$ cat src/hw/stack_pkg.sv
`default_nettype none

package stack_pkg;

    // ~~~~~~~~~~~~~~~~~~~~~~~~~~~~~~~~~~~~~~~~~~~~~~~~~~~~~~~~~~~~~~~~~~~~~~
    // sizes
    localparam int DATA_LEN    = 8;
    localparam int STACK_DEPTH = 8;
    localparam int DEPTH_W     = 4;                 // holds 0..STACK_DEPTH

    typedef logic signed [DATA_LEN-1:0] data_t;

    typedef enum logic [1:0]
    {
        OP_PUSH = 2'b00,
        OP_ADD  = 2'b01,
        OP_SUB  = 2'b10
    } op_e;

    // ~~~~~~~~~~~~~~~~~~~~~~~~~~~~~~~~~~~~~~~~~~~~~~~~~~~~~~~~~~~~~~~~~~~~~~
    // instruction word, read as push or as alu op
    typedef struct packed
    {
        op_e   op;
        data_t imm;                                 // value to push
    } push_view_t;

    // for OP_ADD and OP_SUB the low bit selects the operation
    typedef struct packed
    {
        op_e        op;
        logic [6:0] unused;
        logic       asn;                            // 1 add, 0 subtract
    } alu_view_t;

    typedef union packed
    {
        push_view_t push;
        alu_view_t  alu;
    } instr_u;

    // one requester's view of the stack
    typedef struct packed
    {
        logic  push;
        logic  pop;
        data_t wdata;
    } stk_port_t;

endpackage

`default_nettype wire
$ cat src/hw/stack_core.sv
`default_nettype none

module stack_core
(
    input  logic                            clk,
    input  logic                            rstn,
    input  logic                            instr_valid,
    input  stack_pkg::instr_u               instr,
    output logic                            busy,
    output logic                            done,
    output stack_pkg::data_t                result,
    output logic                            z_flag,
    output logic                            s_flag,
    output logic [stack_pkg::DEPTH_W-1:0]   depth,
    output logic                            stk_err
);

    logic                 alu_start;
    logic                 alu_asn;
    logic                 alu_fin;
    stack_pkg::stk_port_t alu_req;
    stack_pkg::stk_port_t stk_req;                  // muxed request into the stack
    stack_pkg::data_t     tos;

    stack_ctrl i_ctrl
    (
        .clk         (clk),
        .rstn        (rstn),
        .instr_valid (instr_valid),
        .instr       (instr),
        .alu_req     (alu_req),
        .alu_fin     (alu_fin),
        .alu_start   (alu_start),
        .alu_asn     (alu_asn),
        .stk_req     (stk_req),
        .busy        (busy),
        .done        (done),
        .result      (result)
    );

    stack_alu i_alu
    (
        .clk    (clk),
        .rstn   (rstn),
        .start  (alu_start),
        .asn    (alu_asn),
        .tos    (tos),
        .req    (alu_req),
        .z_flag (z_flag),
        .s_flag (s_flag),
        .fin    (alu_fin)
    );

    stack_mem i_mem
    (
        .clk     (clk),
        .rstn    (rstn),
        .req     (stk_req),
        .tos     (tos),
        .depth   (depth),
        .stk_err (stk_err)
    );

endmodule

`default_nettype wire

$ cat src/hw/stack_ctrl.sv
`default_nettype none

module stack_ctrl
(
    input  logic                    clk,
    input  logic                    rstn,
    input  logic                    instr_valid,
    input  stack_pkg::instr_u       instr,
    input  stack_pkg::stk_port_t    alu_req,
    input  logic                    alu_fin,
    output logic                    alu_start,
    output logic                    alu_asn,
    output stack_pkg::stk_port_t    stk_req,
    output logic                    busy,
    output logic                    done,
    output stack_pkg::data_t        result
);

    stack_pkg::stk_port_t own_req;                  // immediate push request
    logic                 accept;
    logic                 is_push;
    logic                 is_alu;
    logic                 alu_active;
    logic                 push_done;

    // ~~~~~~~~~~~~~~~~~~~~~~~~~~~~~~~~~~~~~~~~~~~~~~~~~~~~~~~~~~~~~~~~~~~~~~
    // decode
    assign accept    = instr_valid && !busy;
    assign is_push   = (instr.push.op == stack_pkg::OP_PUSH);
    assign is_alu    = (instr.push.op == stack_pkg::OP_ADD)
                    || (instr.push.op == stack_pkg::OP_SUB);
    assign alu_start = accept && is_alu;            // same cycle as the strobe
    assign alu_asn   = instr.alu.asn;

    // stack port goes to the alu for the length of its op
    assign stk_req = alu_active ? alu_req : own_req;

    assign busy = own_req.push || (alu_active && !alu_fin);
    assign done = push_done || alu_fin;

    always_ff @(posedge clk or negedge rstn)
    begin
        if (!rstn)
        begin
            own_req    <= '0;
            push_done  <= 1'b0;
            alu_active <= 1'b0;
            result     <= '0;
        end
        else
        begin
            own_req.push <= accept && is_push;
            own_req.pop  <= 1'b0;                   // never pops by itself
            if (accept && is_push)
                own_req.wdata <= instr.push.imm;
            push_done <= own_req.push;

            if (alu_start)
                alu_active <= 1'b1;
            else if (alu_fin)
                alu_active <= 1'b0;

            if (stk_req.push)
                result <= stk_req.wdata;            // last value sent to the stack
        end
    end

endmodule

`default_nettype wire

$ cat src/hw/stack_alu.sv
`default_nettype none

module stack_alu
(
    input  logic                    clk,
    input  logic                    rstn,
    input  logic                    start,
    input  logic                    asn,
    input  stack_pkg::data_t        tos,
    output stack_pkg::stk_port_t    req,
    output logic                    z_flag,
    output logic                    s_flag,
    output logic                    fin
);

    typedef enum logic [3:0]
    {
        INIT    = 4'd0,
        OP1_POP = 4'd1,
        OP1_RCV = 4'd2,
        OP1_STR = 4'd3,
        OP2_POP = 4'd4,
        OP2_RCV = 4'd5,
        OP2_STR = 4'd6,
        ALU     = 4'd7,
        PUSH    = 4'd8,
        PUSH_D  = 4'd9
    } state_e;

    state_e           state;
    logic             add_sel;                      // asn held for the whole op
    stack_pkg::data_t op1;
    stack_pkg::data_t op2;
    stack_pkg::data_t res;

    // operands and result
    always_ff @(posedge clk)
    begin
        if (state == INIT && start)
            add_sel <= asn;
        if (state == OP1_STR)
            op1 <= tos;
        if (state == OP2_STR)
            op2 <= tos;
        if (state == ALU)
            res <= add_sel ? (op2 + op1) : (op2 - op1);
    end

    // ~~~~~~~~~~~~~~~~~~~~~~~~~~~~~~~~~~~~~~~~~~~~~~~~~~~~~~~~~~~~~~~~~~~~~~
    // sequencer
    always_ff @(posedge clk or negedge rstn)
    begin
        if (!rstn)
        begin
            state  <= INIT;
            req    <= '0;
            z_flag <= 1'b0;
            s_flag <= 1'b0;
            fin    <= 1'b0;
        end
        else
        begin
            case (state)
                INIT:
                begin
                    fin <= 1'b0;
                    if (start)
                        state <= OP1_POP;
                end
                OP1_POP:
                begin
                    req.pop <= 1'b1;
                    state   <= OP1_RCV;
                end
                OP1_RCV:
                begin
                    req.pop <= 1'b0;                // tos valid next cycle
                    state   <= OP1_STR;
                end
                OP1_STR: state <= OP2_POP;
                OP2_POP:
                begin
                    req.pop <= 1'b1;
                    state   <= OP2_RCV;
                end
                OP2_RCV:
                begin
                    req.pop <= 1'b0;
                    state   <= OP2_STR;
                end
                OP2_STR: state <= ALU;
                ALU:     state <= PUSH;
                PUSH:
                begin
                    s_flag    <= (res < 0);
                    z_flag    <= (res == 0);
                    req.push  <= 1'b1;
                    req.wdata <= res;
                    state     <= PUSH_D;
                end
                PUSH_D:
                begin
                    req.push <= 1'b0;
                    fin      <= 1'b1;
                    state    <= INIT;
                end
                default: state <= INIT;
            endcase
        end
    end

endmodule

`default_nettype wire

$ cat src/hw/stack_mem.sv
`default_nettype none

module stack_mem
(
    input  logic                            clk,
    input  logic                            rstn,
    input  stack_pkg::stk_port_t            req,
    output stack_pkg::data_t                tos,
    output logic [stack_pkg::DEPTH_W-1:0]   depth,
    output logic                            stk_err
);

    stack_pkg::data_t mem [stack_pkg::STACK_DEPTH];

    logic [$clog2(stack_pkg::STACK_DEPTH)-1:0] wr_ptr;     // first free slot
    logic [$clog2(stack_pkg::STACK_DEPTH)-1:0] nx_ptr;     // new top after a pop
    logic full;
    logic empty;

    assign wr_ptr = depth[$clog2(stack_pkg::STACK_DEPTH)-1:0];
    assign nx_ptr = wr_ptr - 2'd2;
    assign full   = (depth == stack_pkg::DEPTH_W'(stack_pkg::STACK_DEPTH));
    assign empty  = (depth == '0);

    always_ff @(posedge clk)
    begin
        if (req.push && !full)
            mem[wr_ptr] <= req.wdata;
    end

    // ~~~~~~~~~~~~~~~~~~~~~~~~~~~~~~~~~~~~~~~~~~~~~~~~~~~~~~~~~~~~~~~~~~~~~~
    // pointer, top of stack and error
    always_ff @(posedge clk or negedge rstn)
    begin
        if (!rstn)
        begin
            depth   <= '0;
            tos     <= '0;
            stk_err <= 1'b0;
        end
        else if (req.push)
        begin
            if (full)
                stk_err <= 1'b1;                    // overflow, value dropped
            else
            begin
                depth <= depth + 1'b1;
                tos   <= req.wdata;
            end
        end
        else if (req.pop)
        begin
            if (empty)
            begin
                stk_err <= 1'b1;                    // underflow
                tos     <= '0;
            end
            else
            begin
                depth <= depth - 1'b1;
                tos   <= (depth == 1) ? '0 : mem[nx_ptr];
            end
        end
    end

endmodule

`default_nettype wire

$ cat config.mk
export PLATFORM = sky130hd
export DESIGN_NAME = stack_core
export DESIGN_NICKNAME = d
export VERILOG_FILES = /design/src/hw/stack_pkg.sv /design/src/hw/stack_core.sv /design/src/hw/stack_ctrl.sv /design/src/hw/stack_alu.sv /design/src/hw/stack_mem.sv
export SDC_FILE = /design/constraint.sdc
export NUM_CORES = 1
export LEC_CHECK = 0
export BUFFER_PORTS_ARGS = -buffer_cell sky130_fd_sc_hd__buf_2
export CAP_MARGIN = 0
export CORE_UTILIZATION = 53
export CTS_CLUSTER_SIZE = 8
export DETAILED_ROUTE_END_ITERATION = 10
export PLACE_DENSITY = 0.71
export RECOVER_POWER = 100
export SLEW_MARGIN = 20
export SYNTH_ARGS = -nofsm -noshare
export SYNTH_HDL_FRONTEND = slang
export SYNTH_SLANG_ARGS = --single-unit
$ cat constraint.sdc
create_clock -name clk -period 4.95 [get_ports clk]
set_clock_uncertainty 0.2 [all_clocks]
set_input_delay 0.7425 -clock clk [delete_from_list [all_inputs] [get_ports clk]]
set_output_delay 0.7425 -clock clk [all_outputs]
set_load 0.01 [all_outputs]
Word level (Yosys, flattened, before mapping)
Memory sizes are Yosys's and may differ from the RTL's.
Index checks and enable logic that the tools add are counted.
{"block": "op_classes", "eq_ne": 17, "addsub": 5, "n_mux": 24, "div_mod_pow": 0, "n_bitwise": 0, "n_mul": 0, "shift": 0, "reduce_logical": 27, "magnitude_cmp": 1}
{"operator": "$mux W8", "count": 6}
{"operator": "$pmux W4 S9", "count": 1}
{"operator": "$logic_not A32 Y1", "count": 1}
{"operator": "$mux W4", "count": 5}
{"operator": "$eq A4 B3 Y1 const B", "count": 4}
{"operator": "$eq A4 B4 Y1 const B", "count": 3}
{"operator": "$reduce_bool A2 Y1", "count": 6}
{"operator": "$mux W10", "count": 1}
{"operator": "$add A8 B8 Y8", "count": 1}
{"operator": "$eq A4 B1 Y1 const B", "count": 2}
{"operator": "$eq A4 B2 Y1 const B", "count": 2}
{"operator": "$logic_not A4 Y1", "count": 2}
{"operator": "$lt A8 B1 Y1 const B", "count": 1}
{"operator": "$mux W1", "count": 8}
{"operator": "$sub A8 B8 Y8", "count": 1}
{"operator": "$logic_and A1 B1 Y1", "count": 6}
{"operator": "$pmux W1 S2", "count": 3}
{"operator": "$reduce_and A3 Y1", "count": 2}
{"operator": "$add A4 B1 Y4 const B", "count": 1}
{"operator": "$ne A2 B1 Y1 const B", "count": 2}
{"operator": "$ne A2 B2 Y1 const B", "count": 2}
{"operator": "$reduce_or A2 Y1", "count": 2}
{"operator": "$sub A4 B1 Y4 const B", "count": 1}
{"operator": "$logic_not A1 Y1", "count": 3}
{"operator": "other kinds (6)", "count": 8}
{"block": "word_totals", "wordCells": 94, "ram_bits": 64, "memories": 1, "input_bits": 13, "ff_bits": 74, "rom_bits": 0, "latch_bits": 0}
{"memory": "i_mem.mem", "depth": 8, "width": 8, "read_ports": 1, "rd_clocked_by_memory_dff": 0, "write_ports": 1, "line_no": "stack_mem.sv:13", "text": "stack_pkg::data_t mem [stack_pkg::STACK_DEPTH];"}

Logic depth before layout (Yosys ltp)
Gate-level depths: netlist of the first run.
{"block": "depth", "word_depth": 8, "mapped_depth": 9, "ltp_nobuf": 9}

Modules after synthesis
Synthesis of the first run repeated with hierarchy kept, for this count alone.
{"block": "unflattened", "hier_cells": 418, "hier_area_um2": 6112.1}
{"mod": "stack_mem", "area_each_um2": 3239.4, "seq_area_each_um2": 2247.2, "instances": 1, "cells_per_inst": 206}
{"mod": "stack_alu", "area_each_um2": 1975.6, "seq_area_each_um2": 1151.1, "instances": 1, "cells_per_inst": 152}
{"mod": "stack_ctrl", "area_each_um2": 897.1, "seq_area_each_um2": 475.5, "instances": 1, "cells_per_inst": 60}

Least setup slack after synthesis of the first run
Ideal clock, no wire load.
{"block": "synth_timing", "path_type": "register to register", "startpoint": "register i_alu.op1[0]", "endpoint": "register i_alu.res[7], data pin", "n_path_buf": 0, "setup_ns": 0.260, "t_arrival_ns": 2.025, "setup_slack_ns": 2.465, "stages_incl_launch_ff": 9, "t_required_ns": 4.490, "period_less_slack_ns": 2.485, "cell_sequence": "edfxtp_1 inv_1 ha_1 mux2_2 ha_1 a21o_1 a221oi_1 o21ai_0 xnor2_1"}
{"block": "synth_between", "elab_chain_len": 2, "elab_cells_between_ends": 3}
{"element": "from (decl)", "line_no": "stack_alu.sv:32", "text": "stack_pkg::data_t op1;"}
{"element": "from (signal assigned)", "line_no": "stack_alu.sv:42", "text": "op1 <= tos;"}
{"element": "$sub A8 B8 Y8 or $add A8 B8 Y8 (tied branches)", "line_no": "stack_alu.sv:46", "text": "res <= add_sel ? (op2 + op1) : (op2 - op1);"}
{"element": "$mux W8 *", "line_no": "stack_alu.sv:46"}
{"element": "to (signal assigned)", "line_no": "stack_alu.sv:46"}
{"element": "to (decl)", "line_no": "stack_alu.sv:34", "text": "stack_pkg::data_t res;"}
Every way passes the cells marked *; elsewhere a longest branch is shown, timed or not.
A chain may end at the register's enable or synchronous reset.

==> results of run 1 <==
==> metal layers <==
metal  vias to the layer above  global-route usage  share of wire
met5                         -                   0              0
li1                       1493                   -              -
met3                        18              0.0549          0.056
met2                        99               0.338           0.48
met1                      1668               0.297           0.44
met4                         0              0.0832          0.015
==> layout by cell type, fill, tap and decap left out, types with 9 or more instances in the layout <==
cell                         n
sky130_fd_sc_hd__a21oi_1     9
sky130_fd_sc_hd__o221ai_1    9
sky130_fd_sc_hd__buf_2      11
sky130_fd_sc_hd__mux2_2     21
sky130_fd_sc_hd__nor2_1     16
sky130_fd_sc_hd__xnor2_1     9
sky130_fd_sc_hd__clkbuf_16  16
sky130_fd_sc_hd__inv_1      16
sky130_fd_sc_hd__nand2_1    21
sky130_fd_sc_hd__ha_1       18
sky130_fd_sc_hd__mux4_2     14
sky130_fd_sc_hd__and3_1      9
sky130_fd_sc_hd__edfxtp_1   89
sky130_fd_sc_hd__mux2_1     13
sky130_fd_sc_hd__mux2i_1    11
sky130_fd_sc_hd__dfrtp_1    48
sky130_fd_sc_hd__clkbuf_1   21
==> area by class of cell <==
type                       instances  area, um2
multi-input combinational        208       1890
inverter                          16       60.1
fill                             812       4180
sequential                       137       3870
tap                              140        175
clock buffer                      18        418
timing repair buffer              33        148
clock inverter                    14        151
==> flip-flops by register name (all words and copies together) (netlist names) <==
| register | flops |
|---|---|
| i_alu.res | 8 |
| i_ctrl.result | 8 |
| i_ctrl.alu_active | 1 |
| i_alu.fin | 1 |
| i_mem.mem | 64 |
| i_alu.op2 | 8 |
| i_alu.z_flag | 1 |
| i_ctrl.push_done | 1 |
| i_alu.req | 10 |
| i_mem.tos | 8 |
| i_alu.add_sel | 1 |
| i_alu.state | 4 |
| i_ctrl.own_req | 9 |
| i_mem.stk_err | 1 |
| i_alu.op1 | 8 |
| i_mem.depth | 4 |
==> stage by stage <==
step,utilization,cell area (um2)
after global routing,0.617,6710
after global placement,0.570,6210
after detailed placement,0.570,6210
after CTS,0.623,6790
final,0.617,6710
after floorplan,-,5970
==> power groups by stage <==
stage	clock [uW]	sequential, uW	combinational (uW)
floorplan	0	1820	1130
global placement	0	1900	1440
detailed placement	0	1910	1470
CTS	1210	1890	1490
global route	1270	1930	1560
finish	1200	1890	1420
==> worst paths after layout <==
check | slack (ns) | to | cells after the start
max | 1.51 | i_ctrl.result[7] | 3
max in group clk | 1.92 | i_mem.mem[3][5] | 5
min | 0.23 | i_ctrl.push_done | 0
max reg2reg | 1.92 | i_mem.mem[3][5] | 5
min in group asynchronous | 0.61 | i_ctrl.result[5] | 2
min reg2reg | 0.23 | i_ctrl.push_done | 0
==> critical path: cells and delay by family <==
kind     cells  cell delay (ns)
buf+inv      3             2.67
==> what timing repair did <==
action,4_1_cts,5_1_grt
hold endpoints to repair,10,0
setup buffers,0,0
hold buffers,1,0
==> logic make-up after synthesis <==
family | synth area share
DFF | 0.649
AOI/OAI and AO/OA | 0.0480
muxes | 0.151
xor gates and xnor gates | 0.0220
and+or+nand+nor | 0.0614
adders and majority gates | 0.0411
buffers and inverters | 0.0273
==> impl_summary.txt, run 1 <==
----------------------------------------------------
[STA]
  Number of pins exceeding their max-slew limit in the final report ... 39
  Maximum clock rate ... 290 MHz
  Worst slew margin relative to its limit ... -0.403
  Post-route worst hold slack ... 0.226 ns
  Transition time of the tightest slew-check pin ... around 2.1 ns
  Setup Total Neg Slack ... 0 ns
  Share of the clock period used by the worst path ... 0.696
  Shortest clock period the worst path allows after layout ... 3.44 ns
  Unrepaired setup endpoints after global routing ... no
  Post-route worst setup slack ... 1.51 ns
  Count of final setup violators ... 0
  Final hold vios ... 0

[Placement]
  Number of placed instances, taps included ... approximately 530
  Buffers added on ports ... 29
  Worst slack, placed ... between 2 and 2.5 ns
  Half-perimeter wire length after placement ... about 7500 um
  Gp weighted congestion ... approximately 0.8

[Drt]
  Count of vias placed by the detailed router ... ~3300
  Detailed Route WL ... about 11000 um
  Initial drt markers ... between 200 and 250
  Avg WL per Cell ... 20.0 um
  Routed Antenna Nets ... 0
  Ratio of routed vias to standard cells ... roughly 5.8
  DR pass1 iterations ... 5
  DRC violations left ... 0

[Power]
  Power share of the clock group ... 0.266
  Sw Ratio ... 0.341
  Total chip power ... approximately 4500 uW
  Max VDD drop ... 0.395 mV
  P_sw ... 1540 uW
  Power per Cell Area ... ~670 nW/um2
  Sequential share of power ... 0.420
  Internal power ... 2970 uW
  Reported leakage power ... ~0.0026 uW
  Combinational Power Share ... 0.314

[Worst setup path]
  Required arrival time at the worst endpoint ... approximately 5.0 ns
  Worst R2R Start ... i_mem.depth[1]
  Crit path arrival time ... roughly 3.5 ns
  Biggest cell delay along the critical path ... about 1.6 ns
  Cell at the slowest stage of the critical path ... sky130_fd_sc_hd__clkbuf_1
  Setup crit end kind ... asynchronous set/reset pin
  Kind of critical path ... in -> async
  Sort of element at the start of the critical path ... primary input
  Launching element of the worst setup path ... rstn
  Critical path fanouts, max ... 38
  Cells along the critical path ... dlygate4sd3_1, clkbuf_1, clkbuf_1
  Top cell by count, worst path ... sky130_fd_sc_hd__clkbuf_1

[Synth]
  Post-synth ARST share ... 0.350
  Number of library cell types mapped by synthesis ... 50
  Number of flops mapped to enable cells by yosys ... 89
  Syn_nets ... just over 400
  Most repeated cell in the gate-level netlist after synthesis ... sky130_fd_sc_hd__edfxtp_1
  Mean instance size in the synthesized netlist ... between 15 and 20 um2
  Share of the synthesized area in the top cell type ... 0.448
  Register bit total from synthesis ... 137
  Sequential element share of the synthesized area ... 0.649
  Leading post-synthesis cells by cell area ... sky130_fd_sc_hd__edfxtp_1 (45%), sky130_fd_sc_hd__dfrtp_1 (20%), sky130_fd_sc_hd__mux4_2 (5.3%), sky130_fd_sc_hd__mux2_2 (5.1%), sky130_fd_sc_hd__ha_1 (3.8%)
  Post-synthesis cell type with the largest combined area ... sky130_fd_sc_hd__edfxtp_1
  Main flop type after synthesis ... sky130_fd_sc_hd__edfxtp_1
  Leading cell types by count after synthesis ... sky130_fd_sc_hd__edfxtp_1 (89), sky130_fd_sc_hd__dfrtp_1 (48), sky130_fd_sc_hd__mux2_2 (27), sky130_fd_sc_hd__nand2_1 (21), sky130_fd_sc_hd__ha_1 (18)
  Synthesized cell area ... approximately 6000 um2
  Number of synthesis warnings ... 0
  Number of instances in the synthesized netlist ... ~380

[Clock tree]
  Reg clk slew, reported paths ... about 0.06 ns
  Maximum clock insertion buffer count ... 2
  Resized Gates After CTS ... 0
  Clock tree root buffer cell ... sky130_fd_sc_hd__clkbuf_8
  CTS tree ... done
  Worst-Skew Late Latency ... approximately 0.52 ns
  H-tree depth reported by CTS ... 4
  Count of clock tree sinks ... 137
  Cts bufs inserted ... 17

[Floorplan]
  Row count ... 38
  Die Width ... ~110 um
  Die H ... between 100 and 150 um
  I/O pins ... 30
  Initial core utilization ... 0.548
  Core footprint ... 10900 um2
  Die Outline Area ... 11700 um2

[Layout]
  Layout overhead on the synthesized area ... 12.5%
  Inserted Diodes ... 0
  Final instance count without filler cells ... ~570
  Nets ... ~450
  Fraction of final layout cells with drive strength greater than 1 ... 0.190

[Global routing]
  Initial antenna violation count ... 0
  Pin count of the biggest net entering global routing ... 39
  GRT Resource Usage Total ... 0.218
  Wire length of the first global-routing pass ... approximately 18000 um
  Sum of overflow across all layers after global routing ... 0
  Vias in the first global route ... roughly 3300

[Min path]
  Worst min-delay path startpoint ... i_ctrl.own_req[9]
  Hold/Removal Path Class ... reg -> reg

[Run status]
  Violated checks ... max-capacitance violations, max-slew violations
  Run status ... finished, violations left

[Run]
  Max-cap violations ... 1

----------------------------------------------------
Power figures use the tool's default switching activity.
==> run 2, diff against run 1 <==
- ABC_AREA: unset -> 1
- clock period: 4.95 -> 3.34 ns (I/O delays scaled with it)
==> run 2 against run 1 <==
Effect of this change:
- the flow finishes with violations (design-rule violations, max-capacitance violations, max-slew violations)
- flip-flop and latch count is the same
- total power is 61% higher
- non-clock buffer count rose by 5
- count of clock-buffer cells in the layout is the same
- critical endpoint is now i_mem.mem[3][2]
==> impl_summary.txt, run 2 <==
----------------------------------------------------
[Run status]
  Run status ... finished, violations left (unchanged)
  Violated checks ... design-rule violations, max-capacitance violations, max-slew violations (was max-capacitance violations, max-slew violations)

[Synth]
  Main flop type after synthesis ... sky130_fd_sc_hd__edfxtp_1 (unchanged)
  Most repeated cell in the gate-level netlist after synthesis ... sky130_fd_sc_hd__nand2_1 (was sky130_fd_sc_hd__edfxtp_1)
  Share of the synthesized area in the top cell type ... 0.420 (was 0.448)
  Number of flops mapped to enable cells by yosys ... 89 (unchanged)
  Number of instances in the synthesized netlist ... 647 (was 375)
  Sequential element share of the synthesized area ... 0.608 (was 0.649)
  Leading post-synthesis cells by cell area ... sky130_fd_sc_hd__edfxtp_1 (42%), sky130_fd_sc_hd__dfrtp_1 (19%), sky130_fd_sc_hd__nand2_1 (12%), sky130_fd_sc_hd__inv_1 (5.2%), sky130_fd_sc_hd__nand3_1 (4.9%) (was sky130_fd_sc_hd__edfxtp_1 (45%), sky130_fd_sc_hd__dfrtp_1 (20%), sky130_fd_sc_hd__mux4_2 (5.3%), sky130_fd_sc_hd__mux2_2 (5.1%), sky130_fd_sc_hd__ha_1 (3.8%))
  Post-synthesis cell type with the largest combined area ... sky130_fd_sc_hd__edfxtp_1 (unchanged)
  Syn_nets ... 679 (was 407)
  Synthesized cell area ... 6370 um2 (was 5970 um2)
  Leading cell types by count after synthesis ... sky130_fd_sc_hd__nand2_1 (208), sky130_fd_sc_hd__edfxtp_1 (89), sky130_fd_sc_hd__inv_1 (89), sky130_fd_sc_hd__nand3_1 (62), sky130_fd_sc_hd__dfrtp_1 (48) (was sky130_fd_sc_hd__edfxtp_1 (89), sky130_fd_sc_hd__dfrtp_1 (48), sky130_fd_sc_hd__mux2_2 (27), sky130_fd_sc_hd__nand2_1 (21), sky130_fd_sc_hd__ha_1 (18))
  Post-synth ARST share ... 0.350 (unchanged)
  Register bit total from synthesis ... 137 (unchanged)
  Number of synthesis warnings ... 0 (unchanged)
  Mean instance size in the synthesized netlist ... 9.84 um2 (was 15.9 um2)
  Number of library cell types mapped by synthesis ... 36 (was 50)

[Placement]
  Number of placed instances, taps included ... 809 (was 533)
  Buffers added on ports ... 29 (unchanged)
  Gp weighted congestion ... 0.846 (was 0.814)
  Half-perimeter wire length after placement ... 9000 um (was 7500 um)

[Layout]
  Nets ... 718 (was 445)
  Final instance count without filler cells ... 842 (was 566)
  Inserted Diodes ... 0 (unchanged)
  Leading registers by flop count ... i_mem.mem x64, i_alu.req x10, i_ctrl.own_req x9 (unchanged)
  Most common library cell in the layout ignoring fill and taps ... sky130_fd_sc_hd__nand2_1 (was sky130_fd_sc_hd__edfxtp_1)
  Sequential cell area ... 3870 um2 (unchanged)
  Top library cells by usage in the layout, fill and taps aside ... sky130_fd_sc_hd__nand2_1 (212), sky130_fd_sc_hd__inv_1 (91), sky130_fd_sc_hd__edfxtp_1 (89) (was sky130_fd_sc_hd__edfxtp_1 (89), sky130_fd_sc_hd__dfrtp_1 (48), sky130_fd_sc_hd__nand2_1 (21), sky130_fd_sc_hd__mux2_2 (21), sky130_fd_sc_hd__clkbuf_1 (21))
  Fraction of final layout cells with drive strength greater than 1 ... 0.0901 (was 0.190)
  Final-layout fill cell count ... 912 (was 812)
  Layout overhead on the synthesized area ... 11.8% (was 12.5%)
  Area used by multi-input combinational logic ... 1960 um2 (was 1890 um2)
  Max FFs per register ... 64 (unchanged)
  Largest Register ... i_mem.mem (unchanged)

[Drt]
  DRC violations left ... 4 (was 0)
  Initial drt markers ... 399 (was 239)
  DR pass1 iterations ... 8 (was 5)
  Avg WL per Cell ... 15.7 um (was 20.0 um)
  Routed Antenna Nets ... 0 (unchanged)
  Count of vias placed by the detailed router ... 4470 (was 3278)
  Detailed Route WL ... 13200 um (was 11300 um)
  Ratio of routed vias to standard cells ... 5.31 (was 5.79)

[Clock tree]
  Cts bufs inserted ... 17 (unchanged)
  Resized Gates After CTS ... 0 (unchanged)
  CTS tree ... done (unchanged)
  Count of clock tree sinks ... 137 (unchanged)
  Postcts setup bufs ... 0 (unchanged)
  Clock tree root buffer cell ... sky130_fd_sc_hd__clkbuf_16 (was sky130_fd_sc_hd__clkbuf_8)
  Worst-Skew Late Latency ... 0.42 ns (was 0.52 ns)
  CTS Hold Bufs ... 1 (unchanged)
  Reg clk slew, reported paths ... 0.06 ns (about the same)
  Maximum clock insertion buffer count ... 2 (unchanged)
  H-tree depth reported by CTS ... 4 (unchanged)

[Floorplan]
  Die Width ... 112 um (was 108 um)
  Die Outline Area ... 12500 um2 (was 11700 um2)
  Row count ... 39 (was 38)
  Core footprint ... 11600 um2 (was 10900 um2)
  Initial core utilization ... 0.551 (was 0.548)
  Die H ... 112 um (was 108 um)
  I/O pins ... 30 (unchanged)

[STA]
  Count of final setup violators ... 0 (unchanged)
  Final hold vios ... 0 (unchanged)
  Setup Total Neg Slack ... 0 ns (unchanged)
  Share of the clock period used by the worst path ... 0.846
  Unrepaired setup endpoints after global routing ... no (unchanged)
  Number of pins exceeding their max-slew limit in the final report ... 29 (was 39)
  Worst slew margin relative to its limit ... -0.0571 (was -0.403)
  Shortest clock period the worst path allows after layout ... 2.83 ns
  Transition time of the tightest slew-check pin ... 1.59 ns (was 2.11 ns)
  Maximum clock rate ... 354 MHz

[Power]
  Total chip power ... 7270 uW (was 4510 uW)
  Max VDD drop ... 0.763 mV (was 0.395 mV)
  Reported leakage power ... 0.00332 uW (was 0.00257 uW)
  Power per Cell Area ... 1020 nW/um2 (was 672 nW/um2)

[Worst setup path]
  Critical path fanouts, max ... 12 (was 38)
  Setup crit end kind ... flip-flop (was asynchronous set/reset pin)
  Required arrival time at the worst endpoint ... 3.19 ns (was 4.95 ns)
  Cell at the slowest stage of the critical path ... sky130_fd_sc_hd__dfrtp_1 (was sky130_fd_sc_hd__clkbuf_1)
  Crit path arrival time ... 2.68 ns (was 3.45 ns)
  Sort of element at the start of the critical path ... flip-flop (was primary input)
  Top cell by count, worst path ... sky130_fd_sc_hd__nand2_1 (was sky130_fd_sc_hd__clkbuf_1)
  Kind of critical path ... reg -> reg (was in -> async)
  Biggest cell delay along the critical path ... 0.50 ns (was 1.56 ns)
  Cells along the critical path ... inv_1, nand2_2, nand2_1, nand2_1, nor3_1, clkbuf_1 (was dlygate4sd3_1, clkbuf_1, clkbuf_1)

[Global routing]
  Vias in the first global route ... 4338 (was 3335)
  GRT Resource Usage Total ... 0.231 (was 0.218)
  Wire length of the first global-routing pass ... 21800 um (was 18200 um)
  Initial antenna violation count ... 0 (unchanged)
  Pin count of the biggest net entering global routing ... 40 (was 39)
  Sum of overflow across all layers after global routing ... 0 (unchanged)

[Min path]
  Hold/Removal Path Class ... in -> reg (was reg -> reg)

[Run]
  Max-cap violations ... 1 (unchanged)

----------------------------------------------------
[run 2: changes by cell type after synthesis, moves of 7 or more]
cell	before	now
sky130_fd_sc_hd__nand2_1	21	208
sky130_fd_sc_hd__inv_1	16	89
sky130_fd_sc_hd__o221ai_1	9	0
sky130_fd_sc_hd__nor2_1	15	27
sky130_fd_sc_hd__a21oi_1	8	15
sky130_fd_sc_hd__mux4_2	14	0
sky130_fd_sc_hd__nand3_1	5	62
sky130_fd_sc_hd__mux2_2	27	3
sky130_fd_sc_hd__mux2i_1	11	0
sky130_fd_sc_hd__o21ai_0	5	14
sky130_fd_sc_hd__mux2_4	8	0
sky130_fd_sc_hd__and3_1	9	0
[run 2: critical path: cells and delay by family, from the launching register on]
kind | cells | cell delay [ns]
buf+inv | 2 | 0.77
flops | 1 | 0.50
simple gates | 4 | 0.98
[run 2: per-stage QoR]
stage | area [um2] | hold slack (ns) | util | setup slack, ns
floorplan | 6370 | 0.00541 | - | 0.786
global placement | 6620 | 0.255 | 0.573 | 0.969
detailed placement | 6620 | 0.253 | 0.573 | 0.930
CTS | 7200 | 0.0626 | 0.622 | 0.916
global route | 7120 | 0.0737 | 0.615 | 0.320
finish | 7120 | 0.0791 | 0.615 | 0.514
[run 2: report_power, final]
| group | internal, uW | switching [uW] | total, uW |
|---|---|---|---|
| logic | 802 | 1870 | 2670 |
| clock network | 1110 | 685 | 1790 |
| registers | 2530 | 284 | 2810 |
[run 2: layout make-up]
cell class | instances | area share
clock buffer | 18 | 0.0617
clock inverter | 14 | 0.0179
inverter | 95 | 0.0501
multi-input combinational | 397 | 0.276
sequential | 137 | 0.544
tap | 143 | 0.0251
timing repair buffer | 38 | 0.0250
[run 2: metal layers]
layer	GRT usage	up-vias	part of all wire
li1	-	2154	-
met1	0.312	2137	0.45
met5	0	-	0
met2	0.366	161	0.48
met4	0.0856	0	0.014
met3	0.0566	18	0.057
[run 2: cells by family after synthesis]
kind of cell | share of synthesized area
buf+inv | 0.0764
simple gates | 0.211
flops | 0.608
mux | 0.00531
fa+ha+maj | 0.0385
compound gates | 0.0379
xor+xnor | 0.0220
[run 2: final timing paths]
path | from | to | slack, ns | cells past startpoint
min in group asynchronous | rstn | i_ctrl.result[5] | 0.81 | 2
setup / recovery | i_ctrl.alu_active | i_mem.mem[3][2] | 0.51 | 6
hold reg to reg | i_ctrl.result[7] | i_ctrl.result[7] | 0.27 | 2
max in group asynchronous | rstn | i_ctrl.alu_active | 0.86 | 3
hold / removal | instr[5] | i_ctrl.own_req[5] | 0.08 | 3
setup reg to reg | i_ctrl.alu_active | i_mem.mem[3][2] | 0.51 | 6
